**src/axil_sub_pkg.sv**
```systemverilog
// shared address map, bus widths, response codes and address layout for the AXI4-Lite bridge.
package axil_sub_pkg;

    localparam int AXIL_ADDR_WIDTH = 32;
    localparam int AXIL_DATA_WIDTH = 32;

    // four 64 KiB windows follow the base address.
    localparam int SLAVE_NUM = 4;
    localparam logic [AXIL_ADDR_WIDTH-1:0] BASE_ADDR = 32'h43c0_0000;
    localparam int REGION_BITS = 14;

    localparam int FIFO_DEPTH = 16;
    localparam int FIFO_CNT_WIDTH = 5;

    localparam logic [AXIL_DATA_WIDTH-1:0] ID_VALUE = 32'h5053_504c;

    localparam logic [1:0] RESP_OKAY   = 2'b00;
    localparam logic [1:0] RESP_SLVERR = 2'b10;
    localparam logic [1:0] RESP_DECERR = 2'b11;

    // the router looks at region and slot, the peripherals only at the offset.
    typedef union packed {
        logic [AXIL_ADDR_WIDTH-1:0] raw;
        struct packed {
            logic [REGION_BITS-1:0]                                      region;
            logic [$clog2(SLAVE_NUM)-1:0]                                slot;
            logic [AXIL_ADDR_WIDTH-REGION_BITS-$clog2(SLAVE_NUM)-1:0]    offset;
        } fields;
    } axil_addr_u;

endpackage

```
**src/axil_req_if.sv**
```systemverilog
// single-request bus that links the AXI4-Lite front end, the router and the peripherals.
interface axil_req_if;

    logic                                       req_valid;
    logic                                       req_ready;
    logic                                       req_write;
    axil_sub_pkg::axil_addr_u                   req_addr;
    logic [axil_sub_pkg::AXIL_DATA_WIDTH-1:0]   req_wdata;
    logic [axil_sub_pkg::AXIL_DATA_WIDTH/8-1:0] req_wstrb;

    // one response pulse answers each accepted request.
    logic                                       rsp_valid;
    logic [axil_sub_pkg::AXIL_DATA_WIDTH-1:0]   rsp_data;
    logic [1:0]                                 rsp_resp;

    modport manager (
        output req_valid,
        output req_write,
        output req_addr,
        output req_wdata,
        output req_wstrb,
        input  req_ready,
        input  rsp_valid,
        input  rsp_data,
        input  rsp_resp
    );

    modport subordinate (
        input  req_valid,
        input  req_write,
        input  req_addr,
        input  req_wdata,
        input  req_wstrb,
        output req_ready,
        output rsp_valid,
        output rsp_data,
        output rsp_resp
    );

endinterface

```
**src/axil_front.sv**
```systemverilog
// AXI4-Lite subordinate port that turns one bus transaction at a time into an internal request.
module axil_front (
    input  logic                                       clk_i,
    input  logic                                       rst_n_i,

    input  logic [axil_sub_pkg::AXIL_ADDR_WIDTH-1:0]   s_axil_awaddr_i,
    input  logic                                       s_axil_awvalid_i,
    output logic                                       s_axil_awready_o,
    input  logic [axil_sub_pkg::AXIL_DATA_WIDTH-1:0]   s_axil_wdata_i,
    input  logic [axil_sub_pkg::AXIL_DATA_WIDTH/8-1:0] s_axil_wstrb_i,
    input  logic                                       s_axil_wvalid_i,
    output logic                                       s_axil_wready_o,
    output logic [1:0]                                 s_axil_bresp_o,
    output logic                                       s_axil_bvalid_o,
    input  logic                                       s_axil_bready_i,
    input  logic [axil_sub_pkg::AXIL_ADDR_WIDTH-1:0]   s_axil_araddr_i,
    input  logic                                       s_axil_arvalid_i,
    output logic                                       s_axil_arready_o,
    output logic [axil_sub_pkg::AXIL_DATA_WIDTH-1:0]   s_axil_rdata_o,
    output logic [1:0]                                 s_axil_rresp_o,
    output logic                                       s_axil_rvalid_o,
    input  logic                                       s_axil_rready_i,

    axil_req_if.manager                                req_o
);

    logic [axil_sub_pkg::AXIL_ADDR_WIDTH-1:0]   aw_addr_q;
    logic [axil_sub_pkg::AXIL_ADDR_WIDTH-1:0]   ar_addr_q;
    logic [axil_sub_pkg::AXIL_DATA_WIDTH-1:0]   wdata_q;
    logic [axil_sub_pkg::AXIL_DATA_WIDTH/8-1:0] wstrb_q;
    logic [axil_sub_pkg::AXIL_DATA_WIDTH-1:0]   rdata_q;
    logic [1:0]                                 resp_q;
    logic aw_have_q, w_have_q, ar_have_q;
    logic issue_q, req_valid_q, req_write_q;
    logic bvalid_q, rvalid_q;
    logic idle, aw_hs, w_hs, ar_hs, wr_go, rd_go;

    // the state is IDLE, then ISSUE while the request is out, then RESP while B or R is held.
    // the ready outputs stay low while reset is held.
    assign idle = rst_n_i && !issue_q && !bvalid_q && !rvalid_q;

    assign s_axil_awready_o = idle && !aw_have_q;
    assign s_axil_wready_o  = idle && !w_have_q;
    assign s_axil_arready_o = idle && !ar_have_q;

    assign aw_hs = s_axil_awvalid_i && s_axil_awready_o;
    assign w_hs  = s_axil_wvalid_i && s_axil_wready_o;
    assign ar_hs = s_axil_arvalid_i && s_axil_arready_o;

    // a write that completes this cycle goes ahead of a pending read.
    assign wr_go = idle && (aw_have_q || aw_hs) && (w_have_q || w_hs);
    assign rd_go = idle && (ar_have_q || ar_hs) && !wr_go;

    always_ff @(posedge clk_i or negedge rst_n_i) begin
        if (!rst_n_i) begin
            aw_have_q   <= 1'b0;
            w_have_q    <= 1'b0;
            ar_have_q   <= 1'b0;
            issue_q     <= 1'b0;
            req_valid_q <= 1'b0;
            req_write_q <= 1'b0;
            bvalid_q    <= 1'b0;
            rvalid_q    <= 1'b0;
        end else begin
            aw_have_q <= !wr_go && (aw_have_q || aw_hs);
            w_have_q  <= !wr_go && (w_have_q || w_hs);
            ar_have_q <= !rd_go && (ar_have_q || ar_hs);
            if (wr_go || rd_go) begin
                issue_q     <= 1'b1;
                req_valid_q <= 1'b1;
                req_write_q <= wr_go;
            end else if (req_valid_q && req_o.req_ready) begin
                req_valid_q <= 1'b0;
            end
            if (issue_q && req_o.rsp_valid) begin
                issue_q  <= 1'b0;
                bvalid_q <= req_write_q;
                rvalid_q <= !req_write_q;
            end
            if (bvalid_q && s_axil_bready_i) begin
                bvalid_q <= 1'b0;
            end
            if (rvalid_q && s_axil_rready_i) begin
                rvalid_q <= 1'b0;
            end
        end
    end

    always_ff @(posedge clk_i) begin
        if (aw_hs) begin
            aw_addr_q <= s_axil_awaddr_i;
        end
        if (w_hs) begin
            wdata_q <= s_axil_wdata_i;
            wstrb_q <= s_axil_wstrb_i;
        end
        if (ar_hs) begin
            ar_addr_q <= s_axil_araddr_i;
        end
        if (issue_q && req_o.rsp_valid) begin
            resp_q  <= req_o.rsp_resp;
            rdata_q <= req_o.rsp_data;
        end
    end

    assign req_o.req_valid    = req_valid_q;
    assign req_o.req_write    = req_write_q;
    assign req_o.req_addr.raw = req_write_q ? aw_addr_q : ar_addr_q;
    assign req_o.req_wdata    = wdata_q;
    assign req_o.req_wstrb    = wstrb_q;

    assign s_axil_bvalid_o = bvalid_q;
    assign s_axil_bresp_o  = resp_q;
    assign s_axil_rvalid_o = rvalid_q;
    assign s_axil_rresp_o  = resp_q;
    assign s_axil_rdata_o  = rdata_q;

    // only one response channel is ever busy.
    assert property (@(posedge clk_i) disable iff (!rst_n_i) !(bvalid_q && rvalid_q));

endmodule

```
**src/axil_router.sv**
```systemverilog
// window decoder that forwards each request to a peripheral or answers it with DECERR.
module axil_router (
    input logic              clk_i,
    input logic              rst_n_i,
    axil_req_if.subordinate  up_i,
    axil_req_if.manager      regs_o,
    axil_req_if.manager      strm_o
);

    logic region_hit, sel_regs, sel_strm, sel_err;
    logic err_q, regs_pend_q, strm_pend_q;

    assign region_hit = up_i.req_addr.fields.region ==
        axil_sub_pkg::BASE_ADDR[axil_sub_pkg::AXIL_ADDR_WIDTH-1 -: axil_sub_pkg::REGION_BITS];

    assign sel_regs = region_hit && (up_i.req_addr.fields.slot == 2'd0);
    assign sel_strm = region_hit && (up_i.req_addr.fields.slot == 2'd1);
    assign sel_err  = !sel_regs && !sel_strm;

    assign regs_o.req_valid = up_i.req_valid && sel_regs;
    assign regs_o.req_write = up_i.req_write;
    assign regs_o.req_addr  = up_i.req_addr;
    assign regs_o.req_wdata = up_i.req_wdata;
    assign regs_o.req_wstrb = up_i.req_wstrb;

    assign strm_o.req_valid = up_i.req_valid && sel_strm;
    assign strm_o.req_write = up_i.req_write;
    assign strm_o.req_addr  = up_i.req_addr;
    assign strm_o.req_wdata = up_i.req_wdata;
    assign strm_o.req_wstrb = up_i.req_wstrb;

    // unmapped windows are taken at once and answered by the router itself.
    assign up_i.req_ready = sel_regs ? regs_o.req_ready :
                            sel_strm ? strm_o.req_ready : 1'b1;

    always_ff @(posedge clk_i or negedge rst_n_i) begin
        if (!rst_n_i) begin
            err_q       <= 1'b0;
            regs_pend_q <= 1'b0;
            strm_pend_q <= 1'b0;
        end else begin
            err_q       <= up_i.req_valid && sel_err;
            regs_pend_q <= (regs_o.req_valid && regs_o.req_ready) ||
                           (regs_pend_q && !regs_o.rsp_valid);
            strm_pend_q <= (strm_o.req_valid && strm_o.req_ready) ||
                           (strm_pend_q && !strm_o.rsp_valid);
        end
    end

    assign up_i.rsp_valid = regs_o.rsp_valid || strm_o.rsp_valid || err_q;

    always_comb begin
        up_i.rsp_data = '0;
        up_i.rsp_resp = axil_sub_pkg::RESP_DECERR;
        if (regs_o.rsp_valid) begin
            up_i.rsp_data = regs_o.rsp_data;
            up_i.rsp_resp = regs_o.rsp_resp;
        end else if (strm_o.rsp_valid) begin
            up_i.rsp_data = strm_o.rsp_data;
            up_i.rsp_resp = strm_o.rsp_resp;
        end
    end

    // a request and its pending response stay with one peripheral at a time.
    assert property (@(posedge clk_i) disable iff (!rst_n_i)
        !((regs_o.req_valid || regs_pend_q) && (strm_o.req_valid || strm_pend_q)));

    // a peripheral answers only a request that was forwarded to it.
    assert property (@(posedge clk_i) disable iff (!rst_n_i) regs_o.rsp_valid |-> regs_pend_q);
    assert property (@(posedge clk_i) disable iff (!rst_n_i) strm_o.rsp_valid |-> strm_pend_q);

endmodule

```
**src/axil_regfile.sv**
```systemverilog
// scratch register file with byte strobes and a read-only identification word in window 0.
module axil_regfile (
    input logic             clk_i,
    input logic             rst_n_i,
    axil_req_if.subordinate bus_i
);

    logic [axil_sub_pkg::AXIL_DATA_WIDTH-1:0] regs_q [4];
    logic [axil_sub_pkg::AXIL_DATA_WIDTH-1:0] rsp_data_q;
    logic [1:0]                               rsp_resp_q;
    logic                                     rsp_valid_q;
    logic [15:0]                              offset;
    logic [1:0]                               idx;
    logic                                     hit_reg, hit_id;

    assign offset  = bus_i.req_addr.fields.offset;
    assign idx     = offset[3:2];
    assign hit_reg = offset[15:4] == '0;
    assign hit_id  = offset[15:2] == 14'h4;

    // every access completes in one cycle.
    assign bus_i.req_ready = 1'b1;

    always_ff @(posedge clk_i or negedge rst_n_i) begin
        if (!rst_n_i) begin
            regs_q      <= '{default: '0};
            rsp_valid_q <= 1'b0;
        end else begin
            rsp_valid_q <= bus_i.req_valid;
            if (bus_i.req_valid && bus_i.req_write && hit_reg) begin
                for (int b = 0; b < axil_sub_pkg::AXIL_DATA_WIDTH / 8; b++) begin
                    if (bus_i.req_wstrb[b]) begin
                        regs_q[idx][8*b +: 8] <= bus_i.req_wdata[8*b +: 8];
                    end
                end
            end
        end
    end

    always_ff @(posedge clk_i) begin
        if (bus_i.req_valid) begin
            rsp_resp_q <= (hit_reg || hit_id) ? axil_sub_pkg::RESP_OKAY
                                              : axil_sub_pkg::RESP_SLVERR;
            if (bus_i.req_write || !(hit_reg || hit_id)) begin
                rsp_data_q <= '0;
            end else if (hit_reg) begin
                rsp_data_q <= regs_q[idx];
            end else begin
                rsp_data_q <= axil_sub_pkg::ID_VALUE;
            end
        end
    end

    assign bus_i.rsp_valid = rsp_valid_q;
    assign bus_i.rsp_data  = rsp_data_q;
    assign bus_i.rsp_resp  = rsp_resp_q;

endmodule

```
**src/axil_stream_bridge.sv**
```systemverilog
// byte FIFOs between the stream registers of window 1 and the AXI-Stream ports.
module axil_stream_bridge (
    input  logic             clk_i,
    input  logic             rst_n_i,
    axil_req_if.subordinate  bus_i,
    output logic [7:0]       m_axis_tdata_o,
    output logic             m_axis_tvalid_o,
    input  logic             m_axis_tready_i,
    input  logic [7:0]       s_axis_tdata_i,
    input  logic             s_axis_tvalid_i,
    output logic             s_axis_tready_o
);

    // index 0 is the transmit FIFO and index 1 the receive FIFO.
    logic [7:0]                                       mem_q    [2][axil_sub_pkg::FIFO_DEPTH];
    logic [$clog2(axil_sub_pkg::FIFO_DEPTH)-1:0]      wr_ptr_q [2];
    logic [$clog2(axil_sub_pkg::FIFO_DEPTH)-1:0]      rd_ptr_q [2];
    logic [axil_sub_pkg::FIFO_CNT_WIDTH-1:0]          cnt_q    [2];
    logic [7:0]                                       din      [2];
    logic                                             push     [2];
    logic                                             pop      [2];
    logic [1:0]                                       full, empty;
    logic [axil_sub_pkg::AXIL_DATA_WIDTH-1:0]         rsp_data_q;
    logic [1:0]                                       rsp_resp_q;
    logic                                             rsp_valid_q;
    logic [15:0]                                      offset;
    logic                                             sel_data, sel_pop, sel_stat;

    assign offset   = bus_i.req_addr.fields.offset;
    assign sel_data = offset[15:2] == 14'd0;
    assign sel_pop  = offset[15:2] == 14'd1;
    assign sel_stat = offset[15:2] == 14'd2;

    // a write into a full transmit FIFO is dropped.
    assign push[0] = bus_i.req_valid && bus_i.req_write && sel_data && !full[0];
    assign din[0]  = bus_i.req_wdata[7:0];
    assign pop[0]  = m_axis_tvalid_o && m_axis_tready_i;
    assign push[1] = s_axis_tvalid_i && s_axis_tready_o;
    assign din[1]  = s_axis_tdata_i;
    assign pop[1]  = bus_i.req_valid && !bus_i.req_write && sel_pop && !empty[1];

    assign m_axis_tvalid_o = !empty[0];
    assign m_axis_tdata_o  = mem_q[0][rd_ptr_q[0]];
    assign s_axis_tready_o = !full[1];

    for (genvar f = 0; f < 2; f++) begin : g_fifo
        // the count equals FIFO_DEPTH exactly when its top bit is set.
        assign full[f]  = cnt_q[f][axil_sub_pkg::FIFO_CNT_WIDTH-1];
        assign empty[f] = cnt_q[f] == '0;

        always_ff @(posedge clk_i or negedge rst_n_i) begin
            if (!rst_n_i) begin
                wr_ptr_q[f] <= '0;
                rd_ptr_q[f] <= '0;
                cnt_q[f]    <= '0;
            end else begin
                if (push[f]) begin
                    wr_ptr_q[f] <= wr_ptr_q[f] + 1'b1;
                end
                if (pop[f]) begin
                    rd_ptr_q[f] <= rd_ptr_q[f] + 1'b1;
                end
                if (push[f] && !pop[f]) begin
                    cnt_q[f] <= cnt_q[f] + 1'b1;
                end else if (pop[f] && !push[f]) begin
                    cnt_q[f] <= cnt_q[f] - 1'b1;
                end
            end
        end

        always_ff @(posedge clk_i) begin
            if (push[f]) begin
                mem_q[f][wr_ptr_q[f]] <= din[f];
            end
        end

        // a push into a full FIFO would carry the count past FIFO_DEPTH.
        assert property (@(posedge clk_i) disable iff (!rst_n_i)
            cnt_q[f] <= axil_sub_pkg::FIFO_DEPTH);
    end

    assign bus_i.req_ready = 1'b1;

    always_ff @(posedge clk_i or negedge rst_n_i) begin
        if (!rst_n_i) begin
            rsp_valid_q <= 1'b0;
        end else begin
            rsp_valid_q <= bus_i.req_valid;
        end
    end

    always_ff @(posedge clk_i) begin
        if (bus_i.req_valid) begin
            rsp_resp_q <= axil_sub_pkg::RESP_SLVERR;
            rsp_data_q <= '0;
            if (sel_data && bus_i.req_write) begin
                if (!full[0]) begin
                    rsp_resp_q <= axil_sub_pkg::RESP_OKAY;
                end
            end else if (sel_data) begin
                rsp_resp_q <= axil_sub_pkg::RESP_OKAY;
                rsp_data_q[0 +: axil_sub_pkg::FIFO_CNT_WIDTH] <= cnt_q[0];
            end else if (pop[1]) begin
                rsp_resp_q      <= axil_sub_pkg::RESP_OKAY;
                rsp_data_q[7:0] <= mem_q[1][rd_ptr_q[1]];
            end else if (sel_stat && !bus_i.req_write) begin
                rsp_resp_q <= axil_sub_pkg::RESP_OKAY;
                rsp_data_q[16 +: axil_sub_pkg::FIFO_CNT_WIDTH] <= cnt_q[1];
                rsp_data_q[0 +: axil_sub_pkg::FIFO_CNT_WIDTH]  <= cnt_q[0];
            end
        end
    end

    assign bus_i.rsp_valid = rsp_valid_q;
    assign bus_i.rsp_data  = rsp_data_q;
    assign bus_i.rsp_resp  = rsp_resp_q;

endmodule

```
**src/axil_sub_top.sv**
```systemverilog
// top level of the bridge; the AXI4-Lite port and the two AXI-Stream ports as plain signals.
module axil_sub_top (
    input  logic                                       clk_i,
    input  logic                                       rst_n_i,

    input  logic [axil_sub_pkg::AXIL_ADDR_WIDTH-1:0]   s_axil_awaddr_i,
    input  logic                                       s_axil_awvalid_i,
    output logic                                       s_axil_awready_o,
    input  logic [axil_sub_pkg::AXIL_DATA_WIDTH-1:0]   s_axil_wdata_i,
    input  logic [axil_sub_pkg::AXIL_DATA_WIDTH/8-1:0] s_axil_wstrb_i,
    input  logic                                       s_axil_wvalid_i,
    output logic                                       s_axil_wready_o,
    output logic [1:0]                                 s_axil_bresp_o,
    output logic                                       s_axil_bvalid_o,
    input  logic                                       s_axil_bready_i,
    input  logic [axil_sub_pkg::AXIL_ADDR_WIDTH-1:0]   s_axil_araddr_i,
    input  logic                                       s_axil_arvalid_i,
    output logic                                       s_axil_arready_o,
    output logic [axil_sub_pkg::AXIL_DATA_WIDTH-1:0]   s_axil_rdata_o,
    output logic [1:0]                                 s_axil_rresp_o,
    output logic                                       s_axil_rvalid_o,
    input  logic                                       s_axil_rready_i,

    output logic [7:0]                                 m_axis_tdata_o,
    output logic                                       m_axis_tvalid_o,
    input  logic                                       m_axis_tready_i,
    input  logic [7:0]                                 s_axis_tdata_i,
    input  logic                                       s_axis_tvalid_i,
    output logic                                       s_axis_tready_o
);

    axil_req_if req_front ();
    axil_req_if req_regs ();
    axil_req_if req_strm ();

    // the front end shares every AXI4-Lite port name with the top level.
    axil_front i_axil_front (
        .req_o(req_front),
        .*
    );

    axil_router i_axil_router (
        .clk_i  (clk_i),
        .rst_n_i(rst_n_i),
        .up_i   (req_front),
        .regs_o (req_regs),
        .strm_o (req_strm)
    );

    axil_regfile i_axil_regfile (
        .clk_i  (clk_i),
        .rst_n_i(rst_n_i),
        .bus_i  (req_regs)
    );

    axil_stream_bridge i_axil_stream_bridge (
        .bus_i(req_strm),
        .*
    );

endmodule

```
**config.mk**
```make
export PLATFORM = sky130hd
export DESIGN_NAME = axil_sub_top
export DESIGN_NICKNAME = d
export VERILOG_FILES = /design/src/axil_sub_pkg.sv /design/src/axil_req_if.sv /design/src/axil_front.sv /design/src/axil_router.sv /design/src/axil_regfile.sv /design/src/axil_stream_bridge.sv /design/src/axil_sub_top.sv
export SDC_FILE = /design/constraint.sdc
export NUM_CORES = 1
export LEC_CHECK = 0
export BUFFER_PORTS_ARGS = -buffer_cell sky130_fd_sc_hd__buf_2
export CORE_ASPECT_RATIO = 1.5
export CORE_MARGIN = 10
export CORE_UTILIZATION = 45
export CTS_BUF_LIST = sky130_fd_sc_hd__clkbuf_16
export CTS_CLUSTER_DIAMETER = 50
export DETAILED_ROUTE_END_ITERATION = 16
export HOLD_SLACK_MARGIN = 0.03
export PLACE_DENSITY_LB_ADDON = 0.05
export SLEW_MARGIN = 20
export SYNTH_ARGS = -nofsm -noshare
export SYNTH_HDL_FRONTEND = slang
export SYNTH_SLANG_ARGS = --single-unit
```
**constraint.sdc**
```tcl
create_clock -name clk_i -period 4 [get_ports clk_i]
set_input_delay 0.8 -clock clk_i [delete_from_list [all_inputs] [get_ports clk_i]]
set_output_delay 0.8 -clock clk_i [all_outputs]
set_load 0.01 [all_outputs]
```
==> flow_summary.toml, run 1 <==
[status]
status = "completed"

[finish]
fin_nets = 1597
final_layout_size_suffix_gt1_share_pct = 35.39
fin_cells = 2186
syn2layout_area_growth_pct = 15.54
final_common_cell = "edfxtp_1"
finalInstanceArea_mm2 = 0.02732
final_cell_mix = "edfxtp_1 (433), dfrtp_1 (163), buf_2 (162)"

[routing]
drc = 0
routedWlPerCell_um = 24.60
drt_iter0_markers = 571
vias = 11713
final_antenna_net_count = 0
drt-total-wl_um = 53780
vias_per_cell = 5.358
firstDrtPassIters = 4

[timing]
min_period_ns = 3.598
slew-limit-headroom_pct = 36.21
tightest_slew_ns = 0.9534
setup_tns_ns = 0
setup_slack_ns = 0.4018
hold_ws_ns = 0.2323
fin_crit_sh_pct = 89.96
rsz0062_at_grt = "false"
max_freq_ghz = 0.2779
hold_viol = 0
setup_viol = 0
fin_skew_ns = 0.01488
slew_violations = 0

[synth]
synthCells = 1252
yosysSeqAreaShare_pct = 72.45
syn_avg_cell_area_um2 = 18.89
synth-edff-count = 433
postSynth.asyncResetShare_pct = 27.59
synth_cell_types = 55
syn-num-nets = 1389
yosys_warnings = 0
ys_ff_latch = 598
syn_area_mm2 = 0.02365
synth_ff_type = "edfxtp_1"

[placement]
place_area_mm2 = 0.02546
dp_hpwl_um = 36970
io_buffers = 163
place_ws_ns = 0.3876
place_congestion = 0.7744
dpl.cell_count = 2077

[clocking]
cts.htree.levels = 2
cts_resized = 0
clock-sinks = 598
hold_buffers = 0
cts-root-buf = "clkbuf_16"
cts_tree = "built"
cts_setup_buffers = 0
cts.clk_slew.worst_paths_ns = 0.06
clock_latency_ns = 0.61
cts_buffers = 57
clock_path_buffers = 3

[critical_path]
end_kind = "register"
cp_max_fo = 6
critPathArrivalTime_ns = 4.08
start_kind = "register"
critical-path-max-stage-delay_ns = 0.55
cp_slowest_cell = "or4_1"
worstPathCellList = "or4_1 -> nor4_1 -> o21ai_1 -> nor4_4 -> ha_1 -> inv_1 -> fa_1 -> a21o_1 -> a21oi_1 -> xnor2_1 -> nor2_1 -> xor2_1"
critical_path_class = "register to register"
crit_required_ns = 4.48

[die]
core-area_mm2 = 0.05181
initial_utilization_pct = 45.63
die_x_um = 207.2
ios = 168
fp.dieArea_mm2 = 0.06230
die-height_um = 300.7
placement_rows = 102

[global_routing]
grt-ovfl-total = 0
grt_start_max_net_pins = 78
groute.usage.overall_pct = 17.08
antenna_found_initial = 1
grt_pass1_wl_um = 80560
first_global_vias = 12784

[job]
max_cap_violations = 0

[power]
p_leak_nw = 10.16
p_per_area_mw_per_mm2 = 501.9
max-vdd-ir-drop_mv = 0.3543

[worst_hold_path]
holdCritPathClass = "primary input to asynchronous set/reset pin"
through the flow:
stage / power [mW] / util [%]
2_1_floorplan: 8.003 / -
3_3_place_gp: 8.545 / 49.14
3_5_place_dp: 8.565 / 49.14
4_1_cts: 13.91 / 52.69
5_1_grt: 14.26 / 52.72
6_report: 13.71 / 52.72
worst paths after layout:
kind	startpoint	to	slack, ns	depth (start not counted)
max	i_axil_front.ar_addr_q[14]	i_axil_stream_bridge.cnt_q[9]	0.40	12
min reg2reg	i_axil_regfile.regs_q[39]	i_axil_regfile.regs_q[39]	0.49	1
min in group clk_i	s_axil_wdata_i[20]	i_axil_front.req_o.req_wdata[20]	0.36	1
min	rst_n_i	i_axil_regfile.regs_q[9]	0.23	2
max in group asynchronous	rst_n_i	i_axil_stream_bridge.rd_ptr_q[0]	2.47	3
max reg2reg	i_axil_front.ar_addr_q[14]	i_axil_stream_bridge.cnt_q[9]	0.40	12
cell usage after synthesis, drive strengths merged, types with 6 or more instances:
master / n / share of area [%]
a22o: 12 / 0.44
o21ai: 16 / 0.34
mux2: 131 / 6.2
xnor2: 17 / 0.63
nand2: 41 / 0.65
nor3: 11 / 0.23
or4: 6 / 0.21
inv: 11 / 0.17
edfxtp: 433 / 55
a21oi: 15 / 0.32
mux4: 107 / 10
buf: 22 / 0.44
nor2: 44 / 0.70
nor2b: 32 / 0.85
clkbuf: 35 / 0.56
nand3: 18 / 0.59
nand4: 7 / 0.19
o21a: 13 / 0.41
and2: 29 / 0.77
nor4: 7 / 0.31
ha: 18 / 0.95
dfrtp: 165 / 17
nand2b: 7 / 0.19
final cells by class:
| cell class | count | area (um2) |
|---|---|---|
| Fill cell | 4261 | 24500 |
| Sequential cell | 598 | 17130 |
| Multi-Input combinational cell | 586 | 6295 |
| Clock buffer | 59 | 1476 |
| Timing Repair Buffer | 206 | 1161 |
| Tap cell | 676 | 845.8 |
| Clock inverter | 49 | 362.8 |
| Inverter | 11 | 41.29 |
| Antenna cell | 1 | 2.502 |
power breakdown:
group	switching (mW)	total, mW	internal [mW]
registers	0.226	7.22	7.00
clock network	2.27	5.31	3.04
logic	0.733	1.18	0.448
total	3.23	13.7	10.5
worst max-delay path, delay by kind of cell, from the launching register on:
| family | cells | cell delay [ns] |
|---|---|---|
| XOR/XNOR | 2 | 0.27 |
| flip-flops | 1 | 0.36 |
| AO/OA/AOI/OAI | 3 | 0.70 |
| adder cells (fa/ha/maj) | 2 | 0.71 |
| buffers and inverters | 1 | 0.11 |
| AND/OR/NAND/NOR | 4 | 1.33 |
cells by family (layout without fill, tap and decap cells):
logic type               Yosys count  in the layout  share of synthesized area, %
flip-flops                       598            598                         72.45
multiplexers                     243            243                         16.64
AND/OR/NAND/NOR                  225            225                         5.593
AO/OA/AOI/OAI                     76             76                         2.201
buffers and inverters             68            325                         1.175
XOR/XNOR                          22             22                        0.8149
adder cells (fa/ha/maj)           20             20                         1.122
other                              0              1                             0
sequential cells by signal, indices dropped and copies added, names as in the netlist, 10 cells and up:
name	cells
i_axil_front.aw_addr_q	30
i_axil_front.req_o.req_wdata	32
i_axil_front.ar_addr_q	30
i_axil_stream_bridge.bus_i.rsp_data	13
i_axil_regfile.regs_q	128
i_axil_front.s_axil_rdata_o	32
i_axil_stream_bridge.mem_q	256
i_axil_stream_bridge.cnt_q	10
i_axil_regfile.bus_i.rsp_data	32
metal layers:
layer  up-vias  GRT usage (%)  routed length [um]
met5         -              0                   0
met2       218          32.84               30340
met1      6090          18.65               20160
li1       5315              -                   -
met3        90          2.729                1730
met4         0          5.574                1557
Power figures use the tool's default switching activity.
==> inputs of run 2 (changes only) <==
--- a/config.mk
+++ b/config.mk
@@ -6,13 +6,14 @@
 export NUM_CORES = 1
 export LEC_CHECK = 0
 export BUFFER_PORTS_ARGS = -buffer_cell sky130_fd_sc_hd__buf_2
+export CAP_MARGIN = 20
 export CORE_ASPECT_RATIO = 1.5
 export CORE_MARGIN = 10
 export CORE_UTILIZATION = 45
 export CTS_BUF_LIST = sky130_fd_sc_hd__clkbuf_16
 export CTS_CLUSTER_DIAMETER = 50
 export DETAILED_ROUTE_END_ITERATION = 16
-export HOLD_SLACK_MARGIN = 0.03
+export HOLD_SLACK_MARGIN = 0.15
 export PLACE_DENSITY_LB_ADDON = 0.05
 export SLEW_MARGIN = 20
 export SYNTH_ARGS = -nofsm -noshare
==> constraint.sdc (replaced) <==
create_clock -name clk_i -period 3.8 [get_ports clk_i]
set_input_delay 0.76 -clock clk_i [delete_from_list [all_inputs] [get_ports clk_i]]
set_output_delay 0.76 -clock clk_i [all_outputs]
set_load 0.01 [all_outputs]
==> run 2 against run 1 <==
Compared with the run above:
- worst setup slack lost 0.16 ns
- non-clock buffer count increased by 15
- critical path depth unchanged
- clock-buffer cell count rose by 4
- first-iteration DRC count is 11% higher
- register-to-register slack lost 0.16 ns
- routed wire length grew 0.78%
- sequential power is 5.1% higher
- critical path type unchanged
- global-route usage rose by 0.19 points
- final cell count rose by 0.82%
==> flow_summary.toml, run 2 (synthesized netlist as in run 1, its figures left out) <==
[finish]
fin_nets = 1613
largest_register_ffs = 256
syn2layout_area_growth_pct = 16.01
final_cell_mix = "edfxtp_1 (433), dfrtp_1 (163), buf_2 (162)"
final_common_cell = "edfxtp_1"
fin_cells = 2204
nFillCells = 4309
final_layout_size_suffix_gt1_share_pct = 35.58
finalInstanceArea_mm2 = 0.02743

[clocking]
cts_setup_buffers = 0
clock-sinks = 598
hold_buffers = 0
cts-root-buf = "clkbuf_16"
cts_tree = "built"
cts_buffers = 58
clock_latency_ns = 0.61
cts_resized = 0
clock_path_buffers = 3
cts.htree.levels = 2
cts.clk_slew.worst_paths_ns = 0.06

[global_routing]
first_global_vias = 13027
grt_start_max_net_pins = 75
grt_pass1_wl_um = 81640
antenna_found_initial = 2
grt-ovfl-total = 0
groute.usage.overall_pct = 17.28

[timing]
fin_skew_ns = 0.01103
slew-limit-headroom_pct = 34.57
min_period_ns = 3.561
setup_tns_ns = 0
slew_violations = 0
fin_crit_sh_pct = 93.71
hold_viol = 0
rsz0062_at_grt = "false"
max_freq_ghz = 0.2808
tightest_slew_ns = 0.9814
setup_viol = 0

[critical_path]
crit_required_ns = 4.29
end_kind = "register"
endpoint = "i_axil_stream_bridge.cnt_q[9]"
reg2reg_slack_ns = 0.24
rr_startpoint = "i_axil_front.ar_addr_q[14]"
rr_endpoint = "i_axil_stream_bridge.cnt_q[9]"
critPathArrivalTime_ns = 4.05
critPathLaunch = "i_axil_front.ar_addr_q[14]"
critical_path_class = "register to register"
cp_max_fo = 6
start_kind = "register"
r2r_cells = 12

[power]
max-vdd-ir-drop_mv = 0.4153
seq_power_share_pct = 52.6
p_per_area_mw_per_mm2 = 526.1
finalPower_mw = 14.43
swShare_pct = 23.64
p_leak_nw = 10.25
p_clk_share_pct = 38.5
p_int_mw = 11.02
power_frac_comb_pct = 8.9
switchingPower_mw = 3.411

[placement]
dp_hpwl_um = 37430
place_congestion = 0.7742
dpl.cell_count = 2092
place_area_mm2 = 0.02557
io_buffers = 163

[status]
status = "completed"

[routing]
drt_iter0_markers = 631
vias_per_cell = 5.389
drc = 0
final_antenna_net_count = 0
vias = 11878
firstDrtPassIters = 4
routedWlPerCell_um = 24.59
drt-total-wl_um = 54200

[die]
die-height_um = 300.7
die_x_um = 207.2
core-area_mm2 = 0.05181
initial_utilization_pct = 45.63
ios = 168
fp.dieArea_mm2 = 0.06230
placement_rows = 102

[worst_hold_path]
holdCritPathClass = "primary input to asynchronous set/reset pin"

[job]
max_cap_violations = 0
-- run 2: cell types whose count changed in the layout (fill, tap and decap cells not counted), sizes merged --
cell and delta:
clkinv -6, clkinvlp +2, inv +5, buf +15, diode +1, bufinv -3, clkbuf +4
-- run 2: area by class of cell --
class	instances	area, um2	share of cell area, %
clock buffer	63	1577	5.747
inverter	11	41.29	0.1505
clock inverter	47	272.8	0.9944
timing repair buffer	221	1282	4.675
tap	676	845.8	3.084
sequential	598	17130	62.46
antenna	2	5.005	0.01825
multi-input combinational	586	6272	22.87
-- run 2: worst min path at each step --
| stage | slack, ns | to | start | depth (start not counted) |
|---|---|---|---|---|
| 6_report | 0.21 | i_axil_regfile.regs_q[75] | rst_n_i | 2 |
| 5_1_grt | 0.23 | i_axil_regfile.regs_q[106] | rst_n_i | 2 |
| 4_1_cts | 0.22 | i_axil_regfile.regs_q[75] | rst_n_i | 2 |
| 3_5_place_dp | 0.48 | i_axil_regfile.regs_q[57] | i_axil_regfile.regs_q[57] | 1 |
| 3_3_place_gp | 0.47 | i_axil_regfile.regs_q[60] | i_axil_regfile.regs_q[60] | 1 |
| 2_1_floorplan | 0.46 | i_axil_front.ar_have_q | rst_n_i | 0 |
-- run 2: worst max-delay path, stage by stage (launching register included) --
cell and delay [ns]:
edfxtp_1 0.35, or4_1 0.53, nor4_1 0.38, o21ai_1 0.34, nor4_4 0.33, ha_1 0.24
inv_1 0.11, fa_1 0.46, a21o_1 0.17, a21oi_1 0.18, xnor2_1 0.13, nor2_1 0.06
xor2_1 0.15
-- run 2: power groups by stage --
stage	registers, mW	clock network [mW]	logic (mW)
after CTS	7.60	5.72	1.32
after detailed placement	7.73	0	1.32
after global placement	7.72	0	1.30
final	7.59	5.55	1.28
after global routing	7.63	5.98	1.42
after floorplan	7.65	0	0.771
-- run 2: through the flow --
stage | setup slack (ns) | utilization [%] | hold WS [ns]
floorplan | 0.4200 | - | 0.4589
global placement | 0.2496 | 49.36 | 0.4687
detailed placement | 0.2038 | 49.36 | 0.4803
CTS | 0.1990 | 52.92 | 0.2180
global route | 0.03644 | 52.94 | 0.2252
finish | 0.2391 | 52.94 | 0.2143
-- run 2: per-layer routing --
layer	vias to the layer above	global-route usage, %	part of all wire [%]
met2	192	33.50	57
met5	-	0	0
li1	5360	-	-
met3	86	2.553	2.7
met4	0	6.096	2.7
met1	6240	18.57	37
==> inputs of run 3 (changes only) <==
--- a/config.mk
+++ b/config.mk
@@ -8,7 +8,7 @@
 export BUFFER_PORTS_ARGS = -buffer_cell sky130_fd_sc_hd__buf_2
 export CAP_MARGIN = 20
 export CORE_ASPECT_RATIO = 1.5
-export CORE_MARGIN = 10
+export CORE_MARGIN = 2
 export CORE_UTILIZATION = 45
 export CTS_BUF_LIST = sky130_fd_sc_hd__clkbuf_16
 export CTS_CLUSTER_DIAMETER = 50
==> run 3 against run 2 <==
Compared with the run above:
- first-iteration DRC count fell by 13%
- largest power group unchanged
- critical path type unchanged
- critical path depth did not move
- sequential power barely moved
==> flow_summary.toml, run 3 (synthesized netlist as in run 1, its figures left out) <==
[routing]
drc = 0
vias = 11901
drt-total-wl_um = 53000
firstDrtPassIters = 5
vias_per_cell = 5.407
routedWlPerCell_um = 24.08
final_antenna_net_count = 0
drt_iter0_markers = 546

[timing]
slew_violations = 0
setup_viol = 0
slew-limit-headroom_pct = 36.53
tightest_slew_ns = 0.9521
setup_tns_ns = 0
min_period_ns = 3.500
max_freq_ghz = 0.2857
rsz0062_at_grt = "false"
hold_viol = 0
hold_ws_ns = 0.2278
fin_skew_ns = 0.02471
fin_crit_sh_pct = 92.12

[finish]
syn2layout_area_growth_pct = 15.98
largest_register_ffs = 256
final_util_pct = 52.93
final_common_cell = "edfxtp_1"
final_cell_mix = "edfxtp_1 (433), dfrtp_1 (163), buf_2 (162)"
final_layout_size_suffix_gt1_share_pct = 36.35
fin_nets = 1614

[power]
p_per_area_mw_per_mm2 = 524.4
swShare_pct = 23.93
power_frac_comb_pct = 8.9
max-vdd-ir-drop_mv = 0.4143
switchingPower_mw = 3.441
p_clk_share_pct = 38.3
p_leak_nw = 10.22
seq_power_share_pct = 52.8
p_int_mw = 10.94

[critical_path]
crit_cells = 12
path_delay_family = "simple AND/OR/NAND/NOR gates"
r2r_cells = 12
start_kind = "register"
crit_buf_inv = 1
critPathLaunch = "i_axil_front.aw_addr_q[18]"
critical_path_class = "register to register"
end_kind = "register"
crit_required_ns = 4.30
worstPathCellList = "or4b_1 -> nor4b_2 -> o211ai_1 -> nor4_4 -> ha_1 -> inv_1 -> fa_1 -> a21o_1 -> a21oi_1 -> xnor2_1 -> nor2_1 -> xor2_1"
critical-path-max-stage-delay_ns = 0.54
cp_slowest_cell = "or4b_1"
reg2reg_slack_ns = 0.30
rr_endpoint = "i_axil_stream_bridge.cnt_q[9]"
critPathArrivalTime_ns = 4.00
cp_max_fo = 4
endpoint = "i_axil_stream_bridge.cnt_q[9]"
rr_startpoint = "i_axil_front.aw_addr_q[18]"

[clocking]
clock_path_buffers = 3
clock-sinks = 598
cts_buffers = 57
cts.clk_slew.worst_paths_ns = 0.07
cts-root-buf = "clkbuf_16"
cts_tree = "built"
cts_setup_buffers = 0
cts.htree.levels = 2
clock_latency_ns = 0.62
hold_buffers = 0
cts_resized = 0

[job]
max_cap_violations = 0

[die]
die-height_um = 284.7
initial_utilization_pct = 45.63
fp.dieArea_mm2 = 0.05443
die_x_um = 191.2
core-area_mm2 = 0.05181
placement_rows = 102
ios = 168

[worst_hold_path]
holdCritPathClass = "primary input to asynchronous set/reset pin"

[global_routing]
grt_pass1_wl_um = 80280
first_global_vias = 12738
grt-ovfl-total = 0
groute.usage.overall_pct = 20.13
grt_start_max_net_pins = 73
antenna_found_initial = 0

[placement]
io_buffers = 163
dp_hpwl_um = 36070
place_congestion = 0.7926

[status]
status = "completed"
==> run 3: changes by cell type in the layout (fill, tap and decap cells not counted), moves of 2 or more <==
cell and change:
clkbuf_16 -4, clkinv_1 -6, clkinv_2 +5, clkinv_4 +3
inv_1 -7, inv_6 +2
==> run 3: cell type report <==
type                       instances  area (um2)
sequential                       598       17130
antenna                            1       2.502
clock inverter                    47       334.1
inverter                          11       41.29
multi-input combinational        586        6280
timing repair buffer             223        1310
fill                            4308       24390
clock buffer                      59        1476
tap                              676       845.8
==> run 3: how the worst min path moves through the flow <==
| stage | to | depth (start not counted) | from |
|---|---|---|---|
| 3_5_place_dp | i_axil_regfile.regs_q[50] | 1 | i_axil_regfile.regs_q[50] |
| 6_report | i_axil_regfile.regs_q[105] | 2 | rst_n_i |
| 5_1_grt | i_axil_regfile.regs_q[105] | 2 | rst_n_i |
| 2_1_floorplan | i_axil_front.ar_have_q | 0 | rst_n_i |
| 4_1_cts | i_axil_regfile.regs_q[105] | 2 | rst_n_i |
| 3_3_place_gp | i_axil_regfile.regs_q[59] | 1 | i_axil_regfile.regs_q[59] |
==> run 3: worst reg2reg max path: cells and delay by family, from the launching register on <==
kind / cells / cell delay (ns)
flops: 1 / 0.35
fa+ha+maj: 2 / 0.70
xor+xnor: 2 / 0.29
compound gates: 3 / 0.62
simple gates: 4 / 1.34
buf+inv: 1 / 0.12
==> run 3: power by group through the flow <==
stage	Clock [mW]	Combinational [mW]	Sequential, mW
final	5.51	1.28	7.59
after global routing	5.90	1.41	7.63
after CTS	5.67	1.31	7.60
after detailed placement	0	1.31	7.73
after global placement	0	1.30	7.72
after floorplan	0	0.771	7.65
==> run 3: through the flow <==
| step | total power, mW | cells | instance area (um2) | setup slack, ns |
|---|---|---|---|---|
| floorplan | 8.424 | 1252 | 23650 | 0.4200 |
| global placement | 9.015 | 2094 | 25600 | 0.2833 |
| detailed placement | 9.040 | 2094 | 25600 | 0.2592 |
| CTS | 14.58 | 2200 | 27410 | 0.2703 |
| global route | 14.94 | 2200 | 27420 | 0.03284 |
| finish | 14.38 | 2201 | 27420 | 0.2996 |
==> run 3: routing by layer <==
metal	part of all wire [%]	wire length, um	global-route usage, %	vias to the layer above
li1	-	-	-	5340
met1	38	19990	23.41	6285
met2	57	30210	38.22	196
met3	3.0	1583	2.905	80
met4	2.3	1214	5.596	0
met5	0	0	0	-
